==> src/regblk_pkg.sv <==
package regblk_pkg;

  localparam int DATA_W       = 32;
  localparam int HOST_ADDR_W  = 16;
  localparam int LOCAL_ADDR_W = 8;
  localparam int EXT_ADDR_W   = 7;
  localparam int STRB_W       = DATA_W / 8;
  localparam int FIELD_W      = 16;
  localparam int NUM_FLAGS    = 2;

  localparam logic [LOCAL_ADDR_W-1:0] REG_CTRL       = 8'h00;
  localparam logic [LOCAL_ADDR_W-1:0] REG_DATA       = 8'h04;
  localparam logic [LOCAL_ADDR_W-1:0] REG_STATUS     = 8'h08;
  localparam logic [LOCAL_ADDR_W-1:0] REG_SAMPLE     = 8'h0C;
  localparam logic [LOCAL_ADDR_W-1:0] REG_INT_STATUS = 8'h24;
  localparam logic [LOCAL_ADDR_W-1:0] REG_EVENT      = 8'h28;
  localparam logic [LOCAL_ADDR_W-1:0] EXT_BASE       = 8'h80; // Window runs to 0xFF

  localparam int FLAG_HI_BIT = 8;
  localparam int FLAG_LO_BIT = 0;

  // High bit doubles as the error flag
  typedef enum logic [1:0] {
    STATUS_OK     = 2'b00,
    STATUS_EXOKAY = 2'b01,
    STATUS_SLVERR = 2'b10
  } status_t;

  typedef struct packed {
    logic [HOST_ADDR_W-1:0] paddr;
    logic                   psel;
    logic                   penable;
    logic                   pwrite;
    logic [DATA_W-1:0]      pwdata;
    logic [STRB_W-1:0]      pstrb;
  } apb_req_t;

  typedef struct packed {
    logic              pready;
    logic [DATA_W-1:0] prdata;
    logic              pslverr;
  } apb_rsp_t;

  typedef struct packed {
    logic                    valid;
    logic                    write;
    logic                    read;
    logic [LOCAL_ADDR_W-1:0] address;
    logic [STRB_W-1:0]       strobe;
    logic [DATA_W-1:0]       write_data;
    logic [DATA_W-1:0]       write_mask;
  } cmd_t;

  typedef struct packed {
    logic              ready;
    logic [DATA_W-1:0] read_data;
    status_t           status;
  } rsp_t;

  typedef struct packed {
    logic                  valid;
    logic                  write;
    logic                  read;
    logic [EXT_ADDR_W-1:0] address;
    logic [STRB_W-1:0]     strobe;
    logic [DATA_W-1:0]     write_data;
  } ext_req_t;

  typedef struct packed {
    logic              ready;
    logic [DATA_W-1:0] read_data;
    status_t           status;
  } ext_rsp_t;

  typedef struct packed {
    logic [FIELD_W-1:0]   ctrl_hi;
    logic [FIELD_W-1:0]   ctrl_lo;
    logic [DATA_W-1:0]    data;
    logic                 irq_enable;
    logic [NUM_FLAGS-1:0] event_flags;
  } ctrl_out_t;

endpackage

==> src/regblk_flag_bit.sv <==
`timescale 1ns/1ps

module regblk_flag_bit #(
  parameter bit SET_MODE    = 1'b0,
  parameter bit CLEAR_VALUE = 1'b1
) (
  input  logic clk,
  input  logic i_arst_n,
  input  logic i_event,
  input  logic i_write_hit,
  input  logic i_write_bit,
  input  logic i_mask_bit,
  output logic o_value
);

  logic sw_hit;
  logic flag;

  // Software acts only on a strobed write of the matching value
  assign sw_hit = i_write_hit && i_mask_bit && (i_write_bit == CLEAR_VALUE);

  always_ff @(posedge clk or negedge i_arst_n) begin
    if (!i_arst_n) begin
      flag <= 1'b0;
    end else if (i_event) begin
      flag <= !SET_MODE; // Hardware has priority
    end else if (sw_hit) begin
      flag <= SET_MODE;
    end
  end

  assign o_value = flag;

endmodule

==> src/regblk_apb_host.sv <==
`timescale 1ns/1ps

module regblk_apb_host
  import regblk_pkg::*;
(
  input  logic     clk,
  input  logic     i_arst_n,
  input  apb_req_t i_apb,
  input  rsp_t     i_rsp,
  output apb_rsp_t o_apb,
  output cmd_t     o_cmd
);

  logic busy;
  logic access;
  logic [DATA_W-1:0] mask;

  assign access = i_apb.psel && i_apb.penable;

  always_ff @(posedge clk or negedge i_arst_n) begin
    if (!i_arst_n) begin
      busy <= 1'b0;
    end else if (o_cmd.valid) begin
      busy <= 1'b1;
    end else if (i_rsp.ready) begin
      busy <= 1'b0;
    end
  end

  always_comb begin
    for (int i = 0; i < STRB_W; i++) begin
      mask[8*i+:8] = {8{i_apb.pstrb[i]}}; // Byte lane enable
    end
  end

  assign o_cmd.valid      = access && !busy; // First access cycle only
  assign o_cmd.write      = i_apb.pwrite;
  assign o_cmd.read       = !i_apb.pwrite;
  assign o_cmd.address    = i_apb.paddr[LOCAL_ADDR_W-1:0];
  assign o_cmd.strobe     = i_apb.pstrb;
  assign o_cmd.write_data = i_apb.pwdata;
  assign o_cmd.write_mask = mask;

  assign o_apb.pready  = i_rsp.ready;
  assign o_apb.prdata  = i_rsp.read_data;
  assign o_apb.pslverr = i_rsp.status[1];

  // Every completion must belong to an outstanding command
  a_rsp_only_when_busy: assert property (
    @(posedge clk) disable iff (!i_arst_n)
    i_rsp.ready |-> busy
  );

  // The transfer ends on pready, so the next command needs a fresh access phase
  a_no_cmd_after_done: assert property (
    @(posedge clk) disable iff (!i_arst_n)
    o_apb.pready |=> !o_cmd.valid
  );

endmodule

==> src/regblk_register_bank.sv <==
`timescale 1ns/1ps

module regblk_register_bank
  import regblk_pkg::*;
(
  input  logic                 clk,
  input  logic                 i_arst_n,
  input  cmd_t                 i_cmd,
  input  logic                 i_status_in,
  input  logic [DATA_W-1:0]    i_sample,
  input  logic [NUM_FLAGS-1:0] i_int_set,
  input  logic [NUM_FLAGS-1:0] i_event_clear,
  output rsp_t                 o_rsp,
  output logic                 o_ext_select,
  output ctrl_out_t            o_ctrl,
  output logic                 o_irq
);

  localparam int WORD_W = LOCAL_ADDR_W - 2;

  logic [WORD_W-1:0]    word_addr;
  logic                 ext_hit;
  logic                 wr_en;
  logic                 mapped;
  logic                 sel_ctrl;
  logic                 sel_data;
  logic                 sel_status;
  logic                 sel_int;
  logic                 sel_event;
  logic [DATA_W-1:0]    read_word;
  logic [FIELD_W-1:0]   ctrl_hi;
  logic [FIELD_W-1:0]   ctrl_lo;
  logic [DATA_W-1:0]    data;
  logic                 irq_enable;
  logic [NUM_FLAGS-1:0] int_flags;
  logic [NUM_FLAGS-1:0] event_flags;
  logic                 irq;

  function automatic logic [DATA_W-1:0] merge(input logic [DATA_W-1:0] cur,
                                              input logic [DATA_W-1:0] wdata,
                                              input logic [DATA_W-1:0] wmask);
    return (cur & ~wmask) | (wdata & wmask);
  endfunction

  assign word_addr = i_cmd.address[LOCAL_ADDR_W-1:2];
  assign ext_hit   = i_cmd.address >= EXT_BASE;
  assign wr_en     = i_cmd.valid && i_cmd.write;

  always_comb begin
    sel_ctrl   = 1'b0;
    sel_data   = 1'b0;
    sel_status = 1'b0;
    sel_int    = 1'b0;
    sel_event  = 1'b0;
    mapped     = 1'b1;
    read_word  = '0;
    case (word_addr)
      REG_CTRL[LOCAL_ADDR_W-1:2]: begin
        sel_ctrl  = 1'b1;
        read_word = {ctrl_hi, ctrl_lo};
      end
      REG_DATA[LOCAL_ADDR_W-1:2]: begin
        sel_data  = 1'b1;
        read_word = data;
      end
      REG_STATUS[LOCAL_ADDR_W-1:2]: begin
        sel_status    = 1'b1;
        read_word[16] = i_status_in; // Read-only input
        read_word[0]  = irq_enable;
      end
      REG_SAMPLE[LOCAL_ADDR_W-1:2]: begin
        read_word = i_sample;
      end
      REG_INT_STATUS[LOCAL_ADDR_W-1:2]: begin
        sel_int                = 1'b1;
        read_word[FLAG_LO_BIT] = int_flags[0];
        read_word[FLAG_HI_BIT] = int_flags[1];
      end
      REG_EVENT[LOCAL_ADDR_W-1:2]: begin
        sel_event              = 1'b1;
        read_word[FLAG_LO_BIT] = event_flags[0];
        read_word[FLAG_HI_BIT] = event_flags[1];
      end
      default: mapped = 1'b0; // Unmapped reads as zero
    endcase
  end

  always_ff @(posedge clk or negedge i_arst_n) begin
    if (!i_arst_n) begin
      ctrl_hi    <= '0;
      ctrl_lo    <= '0;
      data       <= '0;
      irq_enable <= 1'b0;
    end else if (wr_en) begin
      if (sel_ctrl) begin
        {ctrl_hi, ctrl_lo} <= merge({ctrl_hi, ctrl_lo}, i_cmd.write_data, i_cmd.write_mask);
      end
      if (sel_data) begin
        data <= merge(data, i_cmd.write_data, i_cmd.write_mask);
      end
      if (sel_status && i_cmd.write_mask[0]) begin
        irq_enable <= i_cmd.write_data[0];
      end
    end
  end

  // Index 0 sits at bit 0 and clears or sets on 1, index 1 at bit 8 on 0
  for (genvar i = 0; i < NUM_FLAGS; i++) begin : g_flag
    localparam int POS = (i == 0) ? FLAG_LO_BIT : FLAG_HI_BIT;

    regblk_flag_bit #(
      .SET_MODE    (1'b0),
      .CLEAR_VALUE (i == 0)
    ) u_int_flag (
      .clk         (clk),
      .i_arst_n    (i_arst_n),
      .i_event     (i_int_set[i]),
      .i_write_hit (wr_en && sel_int),
      .i_write_bit (i_cmd.write_data[POS]),
      .i_mask_bit  (i_cmd.write_mask[POS]),
      .o_value     (int_flags[i])
    );

    regblk_flag_bit #(
      .SET_MODE    (1'b1),
      .CLEAR_VALUE (i == 0)
    ) u_event_flag (
      .clk         (clk),
      .i_arst_n    (i_arst_n),
      .i_event     (i_event_clear[i]),
      .i_write_hit (wr_en && sel_event),
      .i_write_bit (i_cmd.write_data[POS]),
      .i_mask_bit  (i_cmd.write_mask[POS]),
      .o_value     (event_flags[i])
    );
  end

  always_ff @(posedge clk or negedge i_arst_n) begin
    if (!i_arst_n) begin
      irq <= 1'b0;
    end else begin
      irq <= irq_enable && |int_flags;
    end
  end

  always_comb begin
    o_rsp.ready     = i_cmd.valid && !ext_hit;
    o_rsp.read_data = read_word;
    if (mapped) begin
      o_rsp.status = STATUS_OK;
    end else begin
      o_rsp.status = STATUS_SLVERR;
    end
  end

  assign o_ext_select = ext_hit;
  assign o_irq        = irq;

  assign o_ctrl.ctrl_hi     = ctrl_hi;
  assign o_ctrl.ctrl_lo     = ctrl_lo;
  assign o_ctrl.data        = data;
  assign o_ctrl.irq_enable  = irq_enable;
  assign o_ctrl.event_flags = event_flags;

endmodule

==> src/regblk_bus_exporter.sv <==
`timescale 1ns/1ps

module regblk_bus_exporter
  import regblk_pkg::*;
(
  input  logic     clk,
  input  logic     i_arst_n,
  input  cmd_t     i_cmd,
  input  logic     i_select,
  input  ext_rsp_t i_ext,
  output ext_req_t o_ext,
  output rsp_t     o_rsp
);

  logic     start;
  ext_req_t req;

  assign start = i_cmd.valid && i_select;

  always_ff @(posedge clk or negedge i_arst_n) begin
    if (!i_arst_n) begin
      req <= '0;
    end else if (req.valid) begin
      if (i_ext.ready) begin
        req.valid <= 1'b0;
      end
    end else if (start) begin
      req.valid      <= 1'b1; // Payload is held through back-pressure
      req.write      <= i_cmd.write;
      req.read       <= i_cmd.read;
      req.address    <= EXT_ADDR_W'(i_cmd.address - EXT_BASE); // Window offset
      req.strobe     <= i_cmd.strobe;
      req.write_data <= i_cmd.write_data;
    end
  end

  assign o_ext = req;

  assign o_rsp.ready     = req.valid && i_ext.ready;
  assign o_rsp.read_data = i_ext.read_data;
  assign o_rsp.status    = i_ext.status;

  a_req_stable: assert property (
    @(posedge clk) disable iff (!i_arst_n)
    (o_ext.valid && !i_ext.ready) |=> (o_ext.valid && $stable(o_ext))
  );

endmodule

==> src/regblk_response_mux.sv <==
`timescale 1ns/1ps

module regblk_response_mux
  import regblk_pkg::*;
(
  input  logic clk,
  input  logic i_arst_n,
  input  rsp_t i_bank_rsp,
  input  rsp_t i_ext_rsp,
  output rsp_t o_rsp
);

  logic              ready_q;
  logic [DATA_W-1:0] data_q;
  status_t           status_q;

  always_ff @(posedge clk or negedge i_arst_n) begin
    if (!i_arst_n) begin
      ready_q <= 1'b0;
    end else begin
      ready_q <= i_bank_rsp.ready || i_ext_rsp.ready; // One-cycle pulse
    end
  end

  always_ff @(posedge clk) begin
    if (i_bank_rsp.ready) begin
      data_q   <= i_bank_rsp.read_data;
      status_q <= i_bank_rsp.status;
    end else if (i_ext_rsp.ready) begin
      data_q   <= i_ext_rsp.read_data;
      status_q <= i_ext_rsp.status;
    end
  end

  assign o_rsp.ready     = ready_q;
  assign o_rsp.read_data = data_q;
  assign o_rsp.status    = status_q;

  // Bank and window decode are disjoint, so only one side can answer
  a_one_side_ready: assert property (
    @(posedge clk) disable iff (!i_arst_n)
    !(i_bank_rsp.ready && i_ext_rsp.ready)
  );

endmodule

==> src/regblk_top.sv <==
`timescale 1ns/1ps

module regblk_top
  import regblk_pkg::*;
(
  input  logic                 clk,
  input  logic                 i_arst_n,
  input  apb_req_t             i_apb,
  input  logic                 i_status_in,
  input  logic [DATA_W-1:0]    i_sample,
  input  logic [NUM_FLAGS-1:0] i_int_set,
  input  logic [NUM_FLAGS-1:0] i_event_clear,
  input  ext_rsp_t             i_ext,
  output apb_rsp_t             o_apb,
  output ctrl_out_t            o_ctrl,
  output logic                 o_irq,
  output ext_req_t             o_ext
);

  cmd_t cmd;
  rsp_t bank_rsp;
  rsp_t ext_rsp;
  rsp_t rsp;
  logic ext_select;

  regblk_apb_host u_host (
    .clk      (clk),
    .i_arst_n (i_arst_n),
    .i_apb    (i_apb),
    .i_rsp    (rsp),
    .o_apb    (o_apb),
    .o_cmd    (cmd)
  );

  regblk_register_bank u_bank (
    .clk           (clk),
    .i_arst_n      (i_arst_n),
    .i_cmd         (cmd),
    .i_status_in   (i_status_in),
    .i_sample      (i_sample),
    .i_int_set     (i_int_set),
    .i_event_clear (i_event_clear),
    .o_rsp         (bank_rsp),
    .o_ext_select  (ext_select),
    .o_ctrl        (o_ctrl),
    .o_irq         (o_irq)
  );

  regblk_bus_exporter u_exporter (
    .clk      (clk),
    .i_arst_n (i_arst_n),
    .i_cmd    (cmd),
    .i_select (ext_select),
    .i_ext    (i_ext),
    .o_ext    (o_ext),
    .o_rsp    (ext_rsp)
  );

  regblk_response_mux u_mux (
    .clk        (clk),
    .i_arst_n   (i_arst_n),
    .i_bank_rsp (bank_rsp),
    .i_ext_rsp  (ext_rsp),
    .o_rsp      (rsp)
  );

endmodule

==> config.mk <==
export PLATFORM = sky130hd
export DESIGN_NAME = regblk_top
export DESIGN_NICKNAME = d
export VERILOG_FILES = /design/src/regblk_pkg.sv /design/src/regblk_flag_bit.sv /design/src/regblk_apb_host.sv /design/src/regblk_register_bank.sv /design/src/regblk_bus_exporter.sv /design/src/regblk_response_mux.sv /design/src/regblk_top.sv
export SDC_FILE = /design/constraint.sdc
export NUM_CORES = 1
export LEC_CHECK = 0
export BUFFER_PORTS_ARGS = -buffer_cell sky130_fd_sc_hd__buf_4
export CORE_MARGIN = 1
export CORE_UTILIZATION = 45
export DETAILED_ROUTE_END_ITERATION = 16
export GPL_TIMING_DRIVEN = 0
export PLACE_DENSITY = 0.82
export SLEW_MARGIN = 20
export SYNTH_ARGS = -nofsm -noshare
export SYNTH_HDL_FRONTEND = slang
export SYNTH_SLANG_ARGS = --single-unit
==> constraint.sdc <==
create_clock -name clk -period 6.3 [get_ports clk]
set_input_delay 0.945 -clock clk [delete_from_list [all_inputs] [get_ports clk]]
set_output_delay 0.945 -clock clk [all_outputs]
set_load 0.05 [all_outputs]
======== Yosys cells after proc, flatten, opt, wreduce, memory -nomap -nowiden ========
Index checks and enable logic that the tools add are counted.
storage, ports and cells
  output and inout port bits .............. 148
  register bits after elaboration ......... 152
  input bits .............................. 129
operators by class
  add/sub/neg operators ................... 1
  equal/unequal tests ..................... 5
  reductions and logical operators ........ 35
  mux-type cells .......................... 30
  $lt $le $gt $ge ......................... 1
  bitwise logic cells ..................... 8
operators with widths
  kind                   number
  $and A32 B32 Y32       3
  $mux W32               2
  $or A32 B32 Y32        2
  $mux W46               1
  $pmux W15 S3           1
  $pmux W7 S3            2
  $not A32 Y32           1
  $logic_and A1 B1 Y1    18
  $mux W1                18
  $eq A6 B2 Y1 const B   2
  $eq A6 B4 Y1 const B   2
  $reduce_bool A2 Y1     6
  $ge A8 B8 Y1 const B   1
  $reduce_and A2 Y1      4
  $sub A7 B1 Y7 const B  1
  $eq A6 B1 Y1 const B   1
  $logic_not A6 Y1       1
  $mux W2                3
  $pmux W1 S6            1
  $reduce_or A6 Y1       1
  $pmux W1 S5            1
  $pmux W1 S4            1
  $logic_not A1 Y1       3
  $not A1 Y1             2
  other kinds (2)        2

======== Depth between registers and ports, before layout ========
Gate-level depths: netlist of run 1.
  depth in word-level cells ............... 8
  mapped depth ............................ 8
  mapped depth without buffers ............ 4

======== Hierarchy ========
A second synthesis of run 1 with hierarchy kept.
unflattened totals
  cells, all modules ...................... 694
  area total of the unflattened synthesis .. 8713.4 µm²
by module, submodules not included
  module                                            seq. area each (µm²)  area each (µm²)  cells each  times used
  regblk_register_bank                              1651.6                3871.2           355         1
  regblk_bus_exporter                               1151.1                2187.1           134         1
  regblk_response_mux                               1046.0                1622.8           75          1
  regblk_apb_host                                   25.0                  879.6            116         1
  regblk_flag_bit at u_bank.g_flag[1].u_event_flag  25.0                  41.3             4           1
  regblk_flag_bit at u_bank.g_flag[1].u_int_flag    25.0                  38.8             4           1
  regblk_flag_bit at u_bank.g_flag[0].u_int_flag    25.0                  37.5             3           1
  regblk_flag_bit at u_bank.g_flag[0].u_event_flag  25.0                  35.0             3           1

======== Least setup slack after synthesis of run 1 ========
Ideal clock, no wire load.
  kind .................................... input to register
  start ................................... input i_apb[37] (netlist bit)
  end ..................................... register u_mux.data_q[0], enable pin
  setup time .............................. 0.391 ns
  data arrival time ....................... 2.506 ns
  stages on the path ...................... 5
  path slack .............................. 3.402 ns
  path through ............................ nand3b_1 > or2_2 > clkbuf_1 > clkbuf_1 > nand2_1
on the way
  word-level cells in the longest chain between the ends .. 4
RTL lines
  item                                 line                         RTL
  start, declared                      regblk_top.sv:8              input apb_req_t i_apb,
  $logic_and A1 B1 Y1                  regblk_apb_host.sv:18        assign access = i_apb.psel && i_apb.penable;
  $logic_and A1 B1 Y1                  regblk_apb_host.sv:36        assign o_cmd.valid = access && !busy;
  $logic_and A1 B1 Y1                  regblk_register_bank.sv:147  o_rsp.ready = i_cmd.valid && !ext_hit;
  $reduce_bool A2 Y1 (no source line)  n/a
  end signal, assigned                 regblk_response_mux.sv:27    data_q <= i_bank_rsp.read_data;
  end signal, assigned                 regblk_response_mux.sv:30    data_q <= i_ext_rsp.read_data;
  end, declared                        regblk_response_mux.sv:14    logic [DATA_W-1:0] data_q;
Every way passes these cells.
A chain may end at the register's enable or synchronous reset.

======== Worst setup path in the final report of run 1 ========
  start ................................... input i_apb[43] (netlist bit)
  end ..................................... register u_mux.data_q[18] (data pin)
on the way
  word-level cells in the longest chain between the ends .. 4
  elaborated cells between the ends (all ways) .. 8
RTL lines
  item                 line                         RTL
  $ge A8 B8 Y1         regblk_register_bank.sv:46   assign ext_hit = i_cmd.address >= EXT_BASE;
  $logic_not A1 Y1     regblk_register_bank.sv:147
  $logic_and A1 B1 Y1  regblk_register_bank.sv:147
  $mux W32 (*)         regblk_response_mux.sv:26    if (i_bank_rsp.ready) begin
Every way passes the cells marked *; elsewhere a longest branch is shown, timed or not.

==> results of run 1 <==
routing by layer:
metal | wire, um | track usage | up-vias
met5 | 0 | 0 | -
met4 | 564 | 0.1289 | 0
met3 | 1077 | 0.07075 | 42
met2 | 9372 | 0.4371 | 212
met1 | 7497 | 0.3057 | 2484
li1 | - | - | 2248
area by class of cell:
class / instances / share of cell area
multi-input combinational: 255 / 0.2443
clock buffer: 24 / 0.05353
clock inverter: 7 / 0.007491
timing repair buffer: 267 / 0.2230
sequential: 151 / 0.4293
tap: 180 / 0.02452
buffer: 32 / 0.01662
inverter: 3 / 0.001226
metrics by stage:
step	cell area, um2	total power (uW)
floorplan	6350	2094
global placement	8564	2508
detailed placement	8626	2543
CTS	9186	3503
global route	9186	3606
finish	9186	3476
critical path: cells and delay by family:
kind	cells	cell delay (ps)
simple gates	2	900
buf+inv	4	1130
compound gates	2	290
report_power, final:
part	internal [uW]	switching [uW]
registers	1190	91.1
clock network	582	376
logic	411	829
total	2180	1300
cell families after synthesis:
group	synth area share
muxes	0.2018
AOI/OAI and AO/OA	0.1125
and+or+nand+nor	0.03882
buffers and inverters	0.02581
DFF	0.6211
cells in the mapped netlist, drive strengths merged, types with 2 or more instances:
| library cell | number |
|---|---|
| mux2 | 112 |
| nand2 | 7 |
| inv | 3 |
| nand3b | 2 |
| nor2b | 3 |
| nand3 | 7 |
| edfxtp | 33 |
| nor3 | 3 |
| a21o | 3 |
| dfrtp | 118 |
| nor2 | 3 |
| mux2i | 2 |
| a22o | 2 |
| buf | 12 |
| clkbuf | 20 |
| a21oi | 2 |
| o21ai | 31 |
| nor3b | 2 |
| a22oi | 59 |
worst max-delay path by stage:
| stage | slack, ps | from | end |
|---|---|---|---|
| global route | 3200 | i_apb[43] | u_mux.data_q[15]$_DFFE_PP_ |
| CTS | 3270 | i_apb[43] | u_mux.data_q[18]$_DFFE_PP_ |
| detailed placement | 2840 | i_apb[43] | u_mux.data_q[18]$_DFFE_PP_ |
| finish | 3280 | i_apb[43] | u_mux.data_q[18]$_DFFE_PP_ |
| global placement | 2330 | i_apb[38] | u_mux.data_q[7]$_DFFE_PP_ |
| floorplan | 3400 | i_apb[37] | u_mux.data_q[0]$_DFFE_PP_ |
==> impl_metrics.ini, run 1 <==
[place]
pre_cts_ws_ps = 2845
gp_congestion = 0.7852
io_buffer_count = 265
dp_hpwl_mm = 13.87
dpl.cell_count = 888

[sta]
fmax_mhz = 331.4
timing.final.hold_violations = 0
postLayoutSetupSlackWorst_ps = 3282
clock_skew_ps = 7.251
tightest_slew_ps = 1047
setup_tns_ps = 0
holdWs_ps = 468.4
slew_viol_final = 0
finalSetupViolCount = 0
fin_crit_ps = 3018
grt_setup_unrepaired = no
post-route-period-util = 0.4790
relSlewSlack = 0.2922

[logic_synthesis]
synthTopCellsByArea = dfrtp_1 47%, mux2_2 20%, edfxtp_1 16%
yosysTopAreaCell = dfrtp_1
yosys_register_bits = 151
synthFlopType = dfrtp_1
synth-edff-count = 33
netlist_area_um2 = 6350
synth.distinct_cells = 41
async_flop_share = 0.7815
avgSynthCellArea_um2 = 14.40
yosysSeqAreaShare = 0.6211
syn_inst = 441
synth.net_count = 570
yosysTopAreaCellShare = 0.4650
yosys_warnings = 0

[setup_path]
critPathMaxFanout = 10
cp.arrival_ps = 3270
crit_slowest_cell = clkbuf_1
critPathMaxStageDelay_ps = 520
start_kind = primary input
critPathCaptureType = flip-flop
reg2reg_from = u_host.busy$_DFFE_PN0P_
reg2regPathDepth = 6
critPathKind = primary input to flip-flop
reg2reg_slack_ps = 3690
cp.required_ps = 6550
r2r-end = u_mux.data_q[5]$_DFFE_PP_
crit_chain = buf_4 -> or4_1 -> clkbuf_1 -> nor3_1 -> buf_4 -> clkbuf_1 -> a22oi_1 -> o21ai_0

[cells_and_area]
final_cell_mix = 270 x buf_4, 118 x dfrtp_1, 112 x mux2_2
register_area_um2 = 3944
fin_nets = 856
antenna_cells = 0
multi_input_area_um2 = 2245
final_common_cell = buf_4
nFillCells = 1033
stdcell_count = 919
syn2layout_area_growth_pct = 44.67
fin_util = 0.6644
drive_gt1_frac = 0.5819

[die]
initial_core_util = 0.4592
die_w_um = 120.8
die_h_um = 120.8
io_pins = 277
num_rows = 43
die-area_um2 = 14590
core_um2 = 13830

[route]
drt_iter0_drc = 230
vias_per_cell = 5.425
routed-via-count = 4986
wire_per_inst_um = 20.14
ant_nets = 0
dr.pass1.iters = 4
wl_mm = 18.51
drcViolationCount = 0

[clock_tree]
clock_latency_ps = 410
cts_setup_buffers = 0
cts_htree_levels = 4
clk_pin_slew_ps = 60
cts_buffers = 17
cts_sinks = 151
cts_resized = 0
clk_root_buffer_cell = clkbuf_16
ctsHoldBuffers = 0
cts_tree = done
clockBufferDepth = 2

[grt]
grt_pass1_wl_mm = 28.03
grt_max_degree = 61
grt_usage = 0.2597
grt.overflow.total = 0
grt_pass1_vias = 5235
antenna_found_initial = 0

[worst_hold_path]
worstHoldStart = u_mux.ready_q$_DFF_PN0_
whs_path_depth = 1
hp-class = flip-flop to flip-flop
holdPathEnd = u_host.busy$_DFFE_PN0P_

[power_and_ir_drop]
leakage_uw = 0.004381
power.density_nw_per_um2 = 378.4
ir_worst_vdd_mv = 0.3088

[job]
cap_viol_max_count = 0

[run_status]
outcome = finished, final reports clean
No activity file was read; power rests on OpenSTA's default activity.
==> run 2, diff against run 1 <==
CORE_UTILIZATION = 43   (was 45)
clock period = 2.76 ns   (was 6.3 ns; I/O delays follow)
==> run 2 against run 1 <==
Compared with the run above: global-route usage decreased by 0.67 points; via count is 1.5% higher; worst setup slack worse by 3200 ps; clock power is 140% higher; largest power group unchanged; highest routed layer unchanged; register-to-register slack got worse by 3600 ps; critical path depth shrank 2; sequential power increased by 130%; power is 130% higher; flip-flop and latch count unchanged.
==> impl_metrics.ini, run 2 (synthesized netlist as in run 1, its figures left out) <==
[run_status]
outcome = finished, final reports clean

[cells_and_area]
nFillCells = 1098
final_common_cell = buf_4
antenna_cells = 0
fin_util = 0.6366
drive_gt1_frac = 0.5816
fin_nets = 857
syn2layout_area_growth_pct = 45.16
final_cell_mix = 270 x buf_4, 118 x dfrtp_1, 112 x mux2_2
design_area_um2 = 9218
register_area_um2 = 3944
multi_input_area_um2 = 2245

[job]
cap_viol_max_count = 0

[route]
ant_nets = 0
drcViolationCount = 0
wirelength_met1_mm = 7.506
dr.pass1.iters = 5
drt_iter0_drc = 164
route.met3.wl_mm = 1.364
maxUsedRoutingLayer = met4
wl_mm = 19.17
vias_per_cell = 5.471
wl_met2_mm = 9.799
routed-via-count = 5061
wire_per_inst_um = 20.72

[sta]
grt_setup_unrepaired = no
slew_viol_final = 0
clock_skew_ps = 6.830
tightest_slew_ps = 1119
fin_crit_ps = 2660
post-route-period-util = 0.9638
postLayoutSetupSlackWorst_ps = 99.94
setup_tns_ps = 0
fmax_mhz = 375.9
holdWs_ps = 141.4
timing.final.hold_violations = 0
finalSetupViolCount = 0
relSlewSlack = 0.2435

[clock_tree]
cts_tree = done
clk_root_buffer_cell = clkbuf_16
clock_latency_ps = 420
cts_htree_levels = 4
cts_buffers = 17
cts_setup_buffers = 0
clockBufferDepth = 2
clk_pin_slew_ps = 60
cts_sinks = 151

[die]
die_h_um = 123.5
num_rows = 44
die-area_um2 = 15260
initial_core_util = 0.4386
io_pins = 277
core_um2 = 14480
die_w_um = 123.5

[place]
dp_hpwl_mm = 14.11
pre_cts_ws_ps = -85.06
gp_congestion = 0.7483
place_area_um2 = 8623
io_buffer_count = 265

[setup_path]
start_kind = flip-flop
crit_start = u_host.busy$_DFFE_PN0P_
reg2reg_from = u_host.busy$_DFFE_PN0P_
cp.required_ps = 2920
critPathMaxFanout = 22
reg2regPathDepth = 6
cp.arrival_ps = 2820
critPathKind = flip-flop to flip-flop
critPathCaptureType = flip-flop

[grt]
grt_pass1_vias = 5287
grt.overflow.total = 0
antenna_found_initial = 0
grt_max_degree = 69
grt_pass1_wl_mm = 28.01
grt_usage = 0.2530

[power_and_ir_drop]
power.density_nw_per_um2 = 873.7
leakage_uw = 0.004394
ir_worst_vdd_mv = 0.7168

[worst_hold_path]
whs_path_depth = 2
hp-class = primary input to flip-flop
worstHoldStart = i_event_clear[1]
==> run 2: cell types whose count changed in the layout (fill, tap and decap cells not counted), sizes merged <==
| cell | delta |
|---|---|
| clkinv | +1 |
| inv | -1 |
| bufinv | +2 |
| clkinvlp | +1 |
| buf | +1 |
| dlygate4sd3 | +1 |
| clkbuf | -3 |
==> run 2: metrics by stage <==
stage,total power (uW),std cells
final,8054,925
after global routing,8346,925
after global placement,5729,890
after floorplan,4780,441
after CTS,8100,925
after detailed placement,5803,892
==> run 2: per-layer routing <==
layer | vias to the layer above | track usage
met2 | 236 | 0.4186
met1 | 2533 | 0.3062
met4 | 0 | 0.1160
li1 | 2255 | -
met3 | 37 | 0.07103
met5 | - | 0
==> run 2: power breakdown <==
part	internal, uW	switching, uW
Sequential	2710	213
Combinational	937	1900
Clock	1430	864
==> run 2: critical path, cell delays in order (launching register included) <==
cell	delay, ps
dfrtp_1	350
nand3b_1	270
or2_2	170
clkbuf_1	390
buf_1	510
nand2_2	410
buf_12	300
==> run 2: what timing repair did <==
action,4_1_cts,5_1_grt
gates resized for setup,0,5
hold buffers,1,0
hold endpoints to repair,50,0
setup endpoints to repair,0,24
==> run 2: final timing paths <==
| kind | endpoint | slack [ps] |
|---|---|---|
| worst max-delay path | u_mux.data_q[5]$_DFFE_PP_ | 100 |
| worst max register to register | u_mux.data_q[5]$_DFFE_PP_ | 100 |
| worst min-delay path | u_bank.g_flag[1].u_event_flag.o_value$_DFFE_PN0P_ | 140 |
| min in group asynchronous | asynchronous set/reset pin | 510 |
| worst min register to register | u_host.busy$_DFFE_PN0P_ | 470 |
| max in group asynchronous | u_exporter.o_ext[9]$_DFFE_PN0P_ | 1550 |
==> run 2: final cells by class <==
class | count | share of cell area
well taps | 184 | 0.02498
repair buffers | 268 | 0.2225
plain buffers | 32 | 0.01683
inverters | 3 | 0.001222
flip-flops and latches | 151 | 0.4279
clock buffers | 22 | 0.04927
multi-input cells | 255 | 0.2435
clock inverters | 10 | 0.01385
